[src/common/lpf_pkg.sv]
package lpf_pkg;

	// Image geometry, the frame is square
	localparam int unsigned IMAGE_DIM = 16;
	localparam int unsigned COORD_W = (IMAGE_DIM > 1) ? $clog2(IMAGE_DIM) : 1;

	// Each pixel carries three 8-bit colour channels
	localparam int unsigned NUM_CHANNELS = 3;
	localparam int unsigned CHAN_W = 8;

	// Channel order inside a pixel and inside a window, red sits highest
	localparam int unsigned CH_RED = 2;
	localparam int unsigned CH_GREEN = 1;
	localparam int unsigned CH_BLUE = 0;

	// Only the 3x3 kernel exists
	localparam int unsigned KERNEL_DIM = 3;
	localparam int unsigned WIN_TAPS = KERNEL_DIM * KERNEL_DIM;
	localparam int unsigned CHAN_WIN_W = WIN_TAPS * CHAN_W;

	// Kernel weights 1, 2 and 4 expressed as left shifts, they sum to 16
	localparam int unsigned CORNER_SHIFT = 0;
	localparam int unsigned EDGE_SHIFT = 1;
	localparam int unsigned CENTRE_SHIFT = 2;

	// A sum of weight 16 moves into Q12.12 with a shift of 12 - 4
	localparam int unsigned SUM_TO_Q_SHIFT = 8;
	// A raw channel moves into Q12.12 with the full fraction shift
	localparam int unsigned PIX_TO_Q_SHIFT = 12;

	typedef logic [COORD_W-1:0] coord_t;
	typedef logic [NUM_CHANNELS*CHAN_W-1:0] pixel_t;
	typedef logic [CHAN_W-1:0] channel_t;
	// Row-major taps, the top-left tap is the lowest byte
	typedef logic [CHAN_WIN_W-1:0] chan_win_t;
	typedef logic [NUM_CHANNELS*CHAN_WIN_W-1:0] window_t;
	// 255 * 16 fits in 12 bits
	typedef logic [11:0] wsum_t;
	typedef logic [23:0] fixed_t;

	// Last row or column index, used by the border and end-of-frame tests
	localparam coord_t COORD_MAX = coord_t'(IMAGE_DIM - 1);

	typedef enum logic [1:0] {
		ws_idle,
		ws_stream,
		ws_flush
	} win_state_t;

endpackage

[src/window/line_buffer.sv]
`timescale 1ns/1ps

module line_buffer (
	input logic clk,
	input logic rst_n,
	input logic shift_en,
	input lpf_pkg::pixel_t pix_in,
	output lpf_pkg::pixel_t row1_tap,
	output lpf_pkg::pixel_t row2_tap
);

	// Two delay lines of one image row each, the second fed by the end of the first
	lpf_pkg::pixel_t line1 [lpf_pkg::IMAGE_DIM];
	lpf_pkg::pixel_t line2 [lpf_pkg::IMAGE_DIM];

	// The oldest entry of each line is the pixel one or two rows above the
	// pixel currently on pix_in, so the taps need no extra register stage
	assign row1_tap = line1[lpf_pkg::IMAGE_DIM-1];
	assign row2_tap = line2[lpf_pkg::IMAGE_DIM-1];

	always_ff @(posedge clk or negedge rst_n) begin
		if (!rst_n) begin
			// The upper rows of the first frame start out black
			for (int i = 0; i < lpf_pkg::IMAGE_DIM; i++) begin
				line1[i] <= '0;
				line2[i] <= '0;
			end
		end else if (shift_en) begin
			// Both lines move one position per beat, idle cycles hold them
			line1[0] <= pix_in;
			line2[0] <= line1[lpf_pkg::IMAGE_DIM-1];
			for (int i = 1; i < lpf_pkg::IMAGE_DIM; i++) begin
				line1[i] <= line1[i-1];
				line2[i] <= line2[i-1];
			end
		end
	end

endmodule

[src/window/window_gen.sv]
`timescale 1ns/1ps

module window_gen (
	input logic clk,
	input logic rst_n,
	input logic pixel_valid,
	input logic soc_in,
	input logic eoc_in,
	input logic blur_en,
	input lpf_pkg::pixel_t pixel_in,
	output logic win_valid,
	output lpf_pkg::window_t win,
	output logic win_border,
	output logic win_first,
	output logic win_last
);

	lpf_pkg::win_state_t state;

	// A beat is a real pixel taken in or a flush beat made up here
	logic start_beat;
	logic beat;
	logic win_ready;
	lpf_pkg::pixel_t beat_pix;

	// Position of the next input pixel and of the centre of the next window
	lpf_pkg::coord_t in_row;
	lpf_pkg::coord_t in_col;
	lpf_pkg::coord_t ctr_row;
	lpf_pkg::coord_t ctr_col;
	logic ctr_last;
	logic ctr_on_border;

	// Mode of the current frame as taken on its first pixel
	logic blur_q;

	lpf_pkg::pixel_t row1_tap;
	lpf_pkg::pixel_t row2_tap;

	// Row 0 is the top of the window and column KERNEL_DIM-1 holds the newest pixel
	lpf_pkg::pixel_t win_pix [lpf_pkg::KERNEL_DIM][lpf_pkg::KERNEL_DIM];

	line_buffer line_buffer_inst (
		.clk(clk),
		.rst_n(rst_n),
		.shift_en(beat),
		.pix_in(beat_pix),
		.row1_tap(row1_tap),
		.row2_tap(row2_tap)
	);

	// A frame is only picked up from idle when its first pixel is marked
	assign start_beat = (state == lpf_pkg::ws_idle) && pixel_valid && soc_in;

	always_comb begin
		beat = 1'b0;
		win_ready = 1'b0;
		case (state)
			lpf_pkg::ws_idle: begin
				beat = start_beat;
			end
			lpf_pkg::ws_stream: begin
				beat = pixel_valid;
				// The first window completes on the beat of input (1,1)
				win_ready = pixel_valid && (in_row != '0) &&
					!((in_row == lpf_pkg::coord_t'(1)) && (in_col == '0));
			end
			lpf_pkg::ws_flush: begin
				// Flush beats run back to back and each one finishes a window
				beat = 1'b1;
				win_ready = 1'b1;
			end
			default: begin
				beat = 1'b0;
			end
		endcase
	end

	// Flush beats push black pixels through the rows
	assign beat_pix = (state == lpf_pkg::ws_flush) ? '0 : pixel_in;

	assign ctr_last = (ctr_row == lpf_pkg::COORD_MAX) && (ctr_col == lpf_pkg::COORD_MAX);
	assign ctr_on_border = (ctr_row == '0) || (ctr_row == lpf_pkg::COORD_MAX) ||
		(ctr_col == '0) || (ctr_col == lpf_pkg::COORD_MAX);

	always_ff @(posedge clk or negedge rst_n) begin
		if (!rst_n) begin
			state <= lpf_pkg::ws_idle;
			in_row <= '0;
			in_col <= '0;
			ctr_row <= '0;
			ctr_col <= '0;
			blur_q <= 1'b0;
		end else begin
			case (state)
				lpf_pkg::ws_idle: begin
					if (start_beat) begin
						state <= eoc_in ? lpf_pkg::ws_flush : lpf_pkg::ws_stream;
					end
				end
				lpf_pkg::ws_stream: begin
					if (pixel_valid && eoc_in) begin
						state <= lpf_pkg::ws_flush;
					end
				end
				lpf_pkg::ws_flush: begin
					// The last flush beat carries the bottom-right centre
					if (ctr_last) begin
						state <= lpf_pkg::ws_idle;
					end
				end
				default: begin
					state <= lpf_pkg::ws_idle;
				end
			endcase

			// The start pixel sits at (0,0), so the next one is at (0,1)
			if (start_beat) begin
				blur_q <= blur_en;
				in_row <= '0;
				in_col <= lpf_pkg::coord_t'(1);
			end else if ((state == lpf_pkg::ws_stream) && pixel_valid) begin
				if (in_col == lpf_pkg::COORD_MAX) begin
					in_col <= '0;
					in_row <= in_row + 1'b1;
				end else begin
					in_col <= in_col + 1'b1;
				end
			end

			// Centre counters walk the output raster by one step per finished window
			if (start_beat) begin
				ctr_row <= '0;
				ctr_col <= '0;
			end else if (win_ready) begin
				if (ctr_col == lpf_pkg::COORD_MAX) begin
					ctr_col <= '0;
					ctr_row <= ctr_last ? '0 : ctr_row + 1'b1;
				end else begin
					ctr_col <= ctr_col + 1'b1;
				end
			end
		end
	end

	always_ff @(posedge clk or negedge rst_n) begin
		if (!rst_n) begin
			win_valid <= 1'b0;
			win_border <= 1'b0;
			win_first <= 1'b0;
			win_last <= 1'b0;
		end else begin
			win_valid <= win_ready;
			// Bypass frames pass every centre through as if it were a border pixel
			win_border <= ctr_on_border || !blur_q;
			win_first <= win_ready && (ctr_row == '0) && (ctr_col == '0);
			win_last <= win_ready && ctr_last;
		end
	end

	// Each beat moves every window row one column left and loads the new column
	always_ff @(posedge clk) begin
		if (beat) begin
			for (int r = 0; r < lpf_pkg::KERNEL_DIM; r++) begin
				for (int c = 0; c < lpf_pkg::KERNEL_DIM - 1; c++) begin
					win_pix[r][c] <= win_pix[r][c+1];
				end
			end
			win_pix[0][lpf_pkg::KERNEL_DIM-1] <= row2_tap;
			win_pix[1][lpf_pkg::KERNEL_DIM-1] <= row1_tap;
			win_pix[lpf_pkg::KERNEL_DIM-1][lpf_pkg::KERNEL_DIM-1] <= beat_pix;
		end
	end

	// Each pixel splits into its channels and channel g of a pixel goes to slice g
	always_comb begin
		for (int ch = 0; ch < lpf_pkg::NUM_CHANNELS; ch++) begin
			for (int r = 0; r < lpf_pkg::KERNEL_DIM; r++) begin
				for (int c = 0; c < lpf_pkg::KERNEL_DIM; c++) begin
					win[(ch*lpf_pkg::WIN_TAPS + r*lpf_pkg::KERNEL_DIM + c)*lpf_pkg::CHAN_W
						+: lpf_pkg::CHAN_W] = win_pix[r][c][ch*lpf_pkg::CHAN_W +: lpf_pkg::CHAN_W];
				end
			end
		end
	end

endmodule

[src/design/channel_blur.sv]
`timescale 1ns/1ps

module channel_blur (
	input logic clk,
	input logic rst_n,
	input logic win_valid,
	input lpf_pkg::chan_win_t chan_win,
	input logic win_border,
	output lpf_pkg::fixed_t result
);

	lpf_pkg::wsum_t wsum;
	lpf_pkg::channel_t centre;

	// The middle tap of a row-major window
	assign centre = chan_win[(lpf_pkg::WIN_TAPS/2)*lpf_pkg::CHAN_W +: lpf_pkg::CHAN_W];

	// Weighted sum with every weight a power of two, so each tap is only shifted
	always_comb begin
		lpf_pkg::channel_t tap;
		int unsigned shamt;
		wsum = '0;
		for (int r = 0; r < lpf_pkg::KERNEL_DIM; r++) begin
			for (int c = 0; c < lpf_pkg::KERNEL_DIM; c++) begin
				tap = chan_win[(r*lpf_pkg::KERNEL_DIM + c)*lpf_pkg::CHAN_W +: lpf_pkg::CHAN_W];
				if ((r == lpf_pkg::KERNEL_DIM/2) && (c == lpf_pkg::KERNEL_DIM/2)) begin
					shamt = lpf_pkg::CENTRE_SHIFT;
				end else if ((r == lpf_pkg::KERNEL_DIM/2) || (c == lpf_pkg::KERNEL_DIM/2)) begin
					shamt = lpf_pkg::EDGE_SHIFT;
				end else begin
					shamt = lpf_pkg::CORNER_SHIFT;
				end
				wsum = wsum + (lpf_pkg::wsum_t'(tap) << shamt);
			end
		end
	end

	// Border and bypass centres skip the kernel and are only rescaled
	always_ff @(posedge clk or negedge rst_n) begin
		if (!rst_n) begin
			result <= '0;
		end else if (win_valid) begin
			if (win_border) begin
				result <= lpf_pkg::fixed_t'(centre) << lpf_pkg::PIX_TO_Q_SHIFT;
			end else begin
				result <= lpf_pkg::fixed_t'(wsum) << lpf_pkg::SUM_TO_Q_SHIFT;
			end
		end
	end

endmodule

[src/design/frame_out.sv]
`timescale 1ns/1ps

module frame_out (
	input logic clk,
	input logic rst_n,
	input logic win_valid,
	input logic win_first,
	input logic win_last,
	input lpf_pkg::fixed_t red,
	input lpf_pkg::fixed_t green,
	input lpf_pkg::fixed_t blue,
	output logic pixel_valid_out,
	output logic soc_out,
	output logic eoc_out,
	output lpf_pkg::fixed_t pixel_out_red,
	output lpf_pkg::fixed_t pixel_out_green,
	output lpf_pkg::fixed_t pixel_out_blue
);

	// Markers delayed by the one cycle that the channel filters take
	logic valid_d;
	logic first_d;
	logic last_d;

	always_ff @(posedge clk or negedge rst_n) begin
		if (!rst_n) begin
			valid_d <= 1'b0;
			first_d <= 1'b0;
			last_d <= 1'b0;
		end else begin
			valid_d <= win_valid;
			// Start and end only count on a window that is actually valid
			first_d <= win_valid && win_first;
			last_d <= win_valid && win_last;
		end
	end

	// Output register stage, markers and channel data now line up
	always_ff @(posedge clk or negedge rst_n) begin
		if (!rst_n) begin
			pixel_valid_out <= 1'b0;
			soc_out <= 1'b0;
			eoc_out <= 1'b0;
		end else begin
			pixel_valid_out <= valid_d;
			soc_out <= first_d;
			eoc_out <= last_d;
		end
	end

	// The channel outputs hold their last value between pixels
	always_ff @(posedge clk or negedge rst_n) begin
		if (!rst_n) begin
			pixel_out_red <= '0;
			pixel_out_green <= '0;
			pixel_out_blue <= '0;
		end else if (valid_d) begin
			pixel_out_red <= red;
			pixel_out_green <= green;
			pixel_out_blue <= blue;
		end
	end

endmodule

[src/design/lpf_top.sv]
`timescale 1ns/1ps

module lpf_top (
	input logic clk,
	input logic rst_n,
	input logic blur_en,
	input logic pixel_valid,
	input logic soc_in,
	input logic eoc_in,
	input lpf_pkg::pixel_t pixel_in,
	output logic pixel_valid_out,
	output logic soc_out,
	output logic eoc_out,
	output lpf_pkg::fixed_t pixel_out_red,
	output lpf_pkg::fixed_t pixel_out_green,
	output lpf_pkg::fixed_t pixel_out_blue
);

	// Window stream from window_gen
	logic win_valid;
	lpf_pkg::window_t win;
	logic win_border;
	logic win_first;
	logic win_last;

	// One Q12.12 result per colour channel, indexed like the pixel bytes
	lpf_pkg::fixed_t chan_result [lpf_pkg::NUM_CHANNELS];

	window_gen window_gen_inst (
		.clk(clk),
		.rst_n(rst_n),
		.pixel_valid(pixel_valid),
		.soc_in(soc_in),
		.eoc_in(eoc_in),
		.blur_en(blur_en),
		.pixel_in(pixel_in),
		.win_valid(win_valid),
		.win(win),
		.win_border(win_border),
		.win_first(win_first),
		.win_last(win_last)
	);

	// The three channels run the same kernel side by side on their own slice
	for (genvar g = 0; g < lpf_pkg::NUM_CHANNELS; g++) begin : gen_chan
		channel_blur channel_blur_inst (
			.clk(clk),
			.rst_n(rst_n),
			.win_valid(win_valid),
			.chan_win(win[g*lpf_pkg::CHAN_WIN_W +: lpf_pkg::CHAN_WIN_W]),
			.win_border(win_border),
			.result(chan_result[g])
		);
	end

	frame_out frame_out_inst (
		.clk(clk),
		.rst_n(rst_n),
		.win_valid(win_valid),
		.win_first(win_first),
		.win_last(win_last),
		.red(chan_result[lpf_pkg::CH_RED]),
		.green(chan_result[lpf_pkg::CH_GREEN]),
		.blue(chan_result[lpf_pkg::CH_BLUE]),
		.pixel_valid_out(pixel_valid_out),
		.soc_out(soc_out),
		.eoc_out(eoc_out),
		.pixel_out_red(pixel_out_red),
		.pixel_out_green(pixel_out_green),
		.pixel_out_blue(pixel_out_blue)
	);

endmodule

[config.mk]
export PLATFORM = sky130hd
export DESIGN_NAME = lpf_top
export DESIGN_NICKNAME = d
export VERILOG_FILES = /design/src/common/lpf_pkg.sv /design/src/window/line_buffer.sv /design/src/window/window_gen.sv /design/src/design/channel_blur.sv /design/src/design/frame_out.sv /design/src/design/lpf_top.sv
export SDC_FILE = /design/constraint.sdc
export NUM_CORES = 2
export LEC_CHECK = 0
export ABC_AREA = 1
export ABC_CLOCK_PERIOD_IN_PS = 5200
export BUFFER_PORTS_ARGS = -buffer_cell sky130_fd_sc_hd__buf_4
export CORE_MARGIN = 2
export CORE_UTILIZATION = 55
export CTS_BUF_LIST = sky130_fd_sc_hd__clkbuf_4 sky130_fd_sc_hd__clkbuf_8
export DETAILED_ROUTE_END_ITERATION = 16
export PLACE_DENSITY = 0.77
export SYNTH_ARGS = -nofsm -noshare
export SYNTH_HDL_FRONTEND = slang
export SYNTH_SLANG_ARGS = --single-unit
[constraint.sdc]
create_clock -name clk -period 5.2 [get_ports clk]
set_input_delay 0.78 -clock clk [delete_from_list [all_inputs] [get_ports clk]]
set_output_delay 0.78 -clock clk [all_outputs]
set_load 0.03 [all_outputs]
### Yosys cells after proc, flatten, opt, wreduce, memory -nomap -nowiden

Memories as Yosys holds them, arrays and structs flattened.
Index checks and enable logic that the tools add are counted.

* eq/ne operators: 9
* add/sub/neg operators: 28
* reduce and logical (&&, ||, !) cells: 31
* multiplexer cells: 26

Operators with widths (count)
* $add A12 B8 Y12: 9
* $add A12 B9 Y12: 9
* $mux W20: 3
* $mux W4: 13
* $add A12 B10 Y12: 3
* $add A8 B9 Y10: 3
* $mux W24: 1
* $add A4 B1 Y4 const B: 4
* $logic_and A1 B1 Y1: 13
* $eq A4 B4 Y1 const B: 3
* $logic_not A4 Y1: 3
* $mux W2: 4
* $reduce_bool A2 Y1: 4
* $ne A2 B1 Y1 const B: 3
* $pmux W2 S3: 1
* $eq A4 B1 Y1 const B: 1
* $logic_or A1 B1 Y1: 4
* $reduce_and A2 Y1: 2
* $reduce_bool A4 Y1: 1
* $pmux W1 S3: 1
* $reduce_and A3 Y1: 1
* $eq A2 B1 Y1 const B: 1
* $eq A2 B2 Y1 const B: 1
* $logic_not A1 Y1: 2
* 3 further kinds: 4

* memories kept: 1
* output and inout bits: 75
* input port bits: 30
* word-level logic and storage cells: 149
* RAM bits: 216
* bits in registers: 941

Memories
* window_gen_inst.win_pix: words 3, bits a word 72, rd ports 3, clocked after Yosys merged registers in 0, write ports 3, RTL line window_gen.sv:41 `lpf_pkg::pixel_t win_pix [lpf_pkg::KERNEL_DIM][lpf_pkg::KERNEL_DIM];`

### Logic depth before layout (Yosys ltp)

An unclocked memory read counts as a cell.

* depth after elaboration: 10
* mapped depth: 25
* mapped depth without buffers: 25

### By module

From an unflattened synthesis, not the netlist that was laid out.

* cells, all modules: 4868
* area total of the unflattened synthesis: 47390.5 um^2

Modules (own cells, without submodules)
* line_buffer: cells each 3291, area an instance 29067.9 um^2, times used 1, sequential area each 19218.4 um^2
* window_gen: cells each 431, area an instance 8054.0 um^2, times used 1, sequential area each 7061.8 um^2
* channel_blur at gen_chan[0].channel_blur_inst ...: cells each 274, area an instance 2444.8 um^2, times used 2, sequential area each 300.3 um^2
* frame_out: cells each 314, area an instance 2914.0 um^2, times used 1, sequential area each 1951.9 um^2
* channel_blur at gen_chan[2].channel_blur_inst: cells each 284, area an instance 2464.9 um^2, times used 1, sequential area each 300.3 um^2

### Least setup slack after synthesis

OpenSTA, ideal clock, no wires.

* kind: register -> register
* start point: memory window_gen_inst.win_pix[0][24] (netlist bit)
* end point: register gen_chan[0].channel_blur_inst.result[18]
* setup time: 117 ps
* slack: 550 ps
* arrival: 4533 ps
* data required time: 5083 ps
* path buffers: 0
* period minus slack after synthesis: 4650 ps
* stages on the path, launching flop included: 24
* cell sequence: edfxtp_1 -> ha_1 -> inv_1 -> fa_1 -> inv_1 -> nand4_1 -> o211ai_1 -> xnor2_1 -> inv_1 -> fa_1 -> inv_1 -> fa_1 -> fa_1 -> fa_1 -> inv_1 -> ha_1 -> nand2_1 -> nand2_1 -> a21boi_0 -> nand2_1 -> nand2_1 -> nand3_1 -> nand2_1 -> nand2_1

RTL lines
* from (decl): RTL line window_gen.sv:41
* to (signal assigned): RTL line channel_blur.sv:44 `result <= lpf_pkg::fixed_t'(centre) << lpf_pkg::PIX_TO_Q_SHIFT;`
* to (signal assigned): RTL line channel_blur.sv:46 `result <= lpf_pkg::fixed_t'(wsum) << lpf_pkg::SUM_TO_Q_SHIFT;`
* to (decl): RTL line channel_blur.sv:9 `output lpf_pkg::fixed_t result`

==> results.toml <==
[drt]
drt_iter0_markers = 2812
route.detailed.vias_per_inst = 4.93
wl_per_cell_microns = 13.6
drt_wl_total_mm = 80.2
route.detailed.drc = 0
total_number_of_vias = 29200
drt_first_pass_iters = 6
antenna_left = 0

[job]
max_cap_viol_count = 0

[logic_synthesis]
syn_area_sq_mm = 0.0459
fraction_of_synthesized_cell_area_taken_by_the_top_area_cell_type = 0.474
async_flop_share = 0.801
postSynthAreaPerCell_sq_um = 9.89
yosysWarnings = 0
synth_adder_area_share = 0.0848
main_combinational_cell_family_by_area_after_synthesis = "simple AND/OR/NAND/NOR gates"
yosys_most_used_dff = "dfrtp_1"
number_of_enable_type_register_cells_in_the_synthesized_netlist = 216
postSynthRegisterBits = 1085
synth_compound_area_frac = 0.0236
synthMuxAreaShare = 0.00883
synth-simple-area-share = 0.205
leading_post_synthesis_cells_by_cell_area = "dfrtp_1, nand2_1, edfxtp_1"
post_synth_num_cell_types = 34
yosysMostFrequentCell = "nand2_1"
synth_top_area_cell = "dfrtp_1"
postSynthCellCount = 4645
synthXorXnorAreaFrac = 0.00381
synth-seq-area-share = 0.615
synth.cells.most_frequent = "nand2_1, dfrtp_1, inv_1"

[setup_path]
timing.reg2reg.setup_slack_ps = 290
worst-setup-path-type = "reg2reg"
worst_ep_arrival_time_ps = 5620
library_cell_contributing_the_largest_single_delay_on_the_critical_path = "fa_1"
critical_path.cell_chain = "ha_1, inv_1, fa_1, inv_1, nand3_1, nand2_1, xor2_1, inv_1, fa_1, inv_1, fa_1, fa_1, fa_1, inv_1, ha_1, or2_2, nand4_1, nand2_1, nand2_1, nand3_1, nand2_1, nand2_1"
reg2reg_from = "window_gen_inst.win_pix[0][49]"
worst_setup_path_startpoint = "window_gen_inst.win_pix[0][49]"
cpPeakStageDelay_ps = 550
timing.critical_path.from_type = "register"
worst-r2r-cell-count = 22
required_ps = 5900
worstSetupEndpoint = "gen_chan[0].channel_blur_inst.result[18]"
critPathMaxFanout = 4
r2r_end = "gen_chan[0].channel_blur_inst.result[18]"
crit_end_element = "register"

[clocking]
post_cts_buffers = 0
htree_num_levels = 4
cts_num_sinks = 1085
clkLatencyLatePin_ps = 830
clockBufferDepth = 3
cts_tree = "done"
cts-buffers-inserted = 164
ctsRootBufferMaster = "clkbuf_8"
cts.clk_slew.worst_paths_ps = 60

[sta]
finalCritPeriodShare = 0.945
finalHoldWorstSlack_ps = 187
timing.setup.tns_ps = 0
finalMaxSlewViolations = 0
final-hold-violation-count = 0
timing.fmax_mhz = 203
worst_slew_margin_rel = 0.422
final_period_minus_worst_setup_slack_ps = 4910
setup_viol_count_final = 0
worst_clock_skew_ps = 27.6
worstMarginPinSlew_ps = 866

[floorplan]
initial_core_util = 0.557
io_pins = 105
dieWidth_microns = 293
die_area_sq_mm = 0.0858
num_rows = 105
core_area_sq_mm = 0.0824
fp.dieH_microns = 293

[place]
dpl.cell_count = 5620
port_buffers = 68
gp_congestion = 0.818
detailed_place_hpwl_mm = 49.6

[status]
outcome = "finished, final reports clean"

[global_routing]
first_global_vias = 28500
global_route_wire_length_before_repair_mm = 139
grt.total_usage = 0.195
number_of_antenna_violations_at_the_first_check_in_global_routing = 2
pin_count_of_the_biggest_net_entering_global_routing = 199
overflow = 0

[cells_and_area]
final-instance-count-excl-fill = 5921
final_net_count = 4970
final_core_utilization = 0.614
drive_above_1_share = 0.0891
synthesis_to_finish_area_growth_pct = 10.2
fillerInstances = 6409

[worst_hold_path]
worstHoldPathType = "in2reg"
## placed cells by master (no fill, tap or decap), types with 3 or more instances in the layout
cell | Yosys | final
inv_8 | 0 | 4
o21ai_0 | 140 | 140
nor2_1 | 60 | 60
xnor2_1 | 8 | 8
clkbuf_8 | 0 | 199
clkinvlp_4 | 0 | 3
a31oi_1 | 3 | 3
mux2_2 | 36 | 36
nand4_1 | 9 | 9
dfrtp_1 | 869 | 869
inv_6 | 0 | 7
edfxtp_1 | 216 | 216
a21oi_1 | 49 | 48
clkinv_2 | 0 | 10
nand2_1 | 2319 | 2319
clkbuf_4 | 0 | 60
conb_1 | 1 | 36
or2_2 | 5 | 5
o211ai_1 | 4 | 4
inv_1 | 377 | 377
buf_12 | 0 | 19
buf_4 | 72 | 78
nand3_1 | 65 | 65
xor2_1 | 12 | 12
diode_2 | 0 | 4
o21a_1 | 4 | 4
ha_1 | 76 | 75
nand3b_1 | 3 | 3
fa_1 | 147 | 147
clkinv_1 | 0 | 10
bufinv_16 | 0 | 3
## state kept, by name, indices dropped and copies added (netlist names), 24 cells and up
register and count:
window_gen_inst.win_pix 216, gen_chan.channel_blur_inst.result 36, window_gen_inst.line_buffer_inst.row1_tap 24, window_gen_inst.line_buffer_inst.row2_tap 24, window_gen_inst.line_buffer_inst.line2 360, window_gen_inst.line_buffer_inst.line1 360
## how the worst min path moves through the flow
| stage | start | end | cells past startpoint |
|---|---|---|---|
| finish | blur_en | window_gen_inst.blur_q | 3 |
| global route | blur_en | window_gen_inst.blur_q | 3 |
| CTS | blur_en | window_gen_inst.blur_q | 3 |
| detailed placement | frame_out_inst.first_d | frame_out_inst.soc_out | 0 |
| global placement | frame_out_inst.last_d | frame_out_inst.eoc_out | 0 |
| floorplan | frame_out_inst.last_d | frame_out_inst.eoc_out | 0 |
## critical path, delay by kind of cell (launching register included)
kind / cells / cell delay [ps]
adders and majority gates: 7 / 3050
xor gates and xnor gates: 1 / 150
buffers and inverters: 5 / 340
DFF: 1 / 330
and+or+nand+nor: 9 / 930
## repair_timing
| action | 4_1_cts | 5_1_grt |
|---|---|---|
| endpoints found under the setup margin | 0 | 3 |
| gates resized for setup | 0 | 3 |
| endpoints found under the hold margin | 27 | 0 |
| hold buffers | 1 | 0 |
## metrics by stage
stage | setup WS [ps] | area [sq um]
floorplan | 550 | 46100
CTS | 205 | 50600
global route | -3.22 | 50600
global placement | 310 | 47100
detailed placement | 253 | 47100
finish | 286 | 50600
## layout make-up
class | count | area, sq um | share of cell area
flip-flops and latches | 1085 | 28200 | 0.558
multi-input cells | 2988 | 15100 | 0.299
clock buffers | 259 | 3190 | 0.0630
inverters | 379 | 1430 | 0.0283
well taps | 1070 | 1340 | 0.0265
repair buffers | 99 | 991 | 0.0196
clock inverters | 37 | 312 | 0.00616
diodes | 4 | 10.0 | 0.000198
## per-layer routing
layer / global-route usage / wire (microns)
met5: 0 / 0
met4: 0.0599 / 1470
met3: 0.0399 / 3780
met2: 0.290 / 36400
met1: 0.291 / 38600
## kinds of logic after synthesis
group           Yosys count
simple gates           2466
flops                  1085
buf+inv                 607
fa+ha+maj               223
compound gates          207
mux                      36
xor+xnor                 20
other cells               1
Power is not shown: default switching activity piles up to over one toggle a cycle in this logic, so the estimate is an artifact.
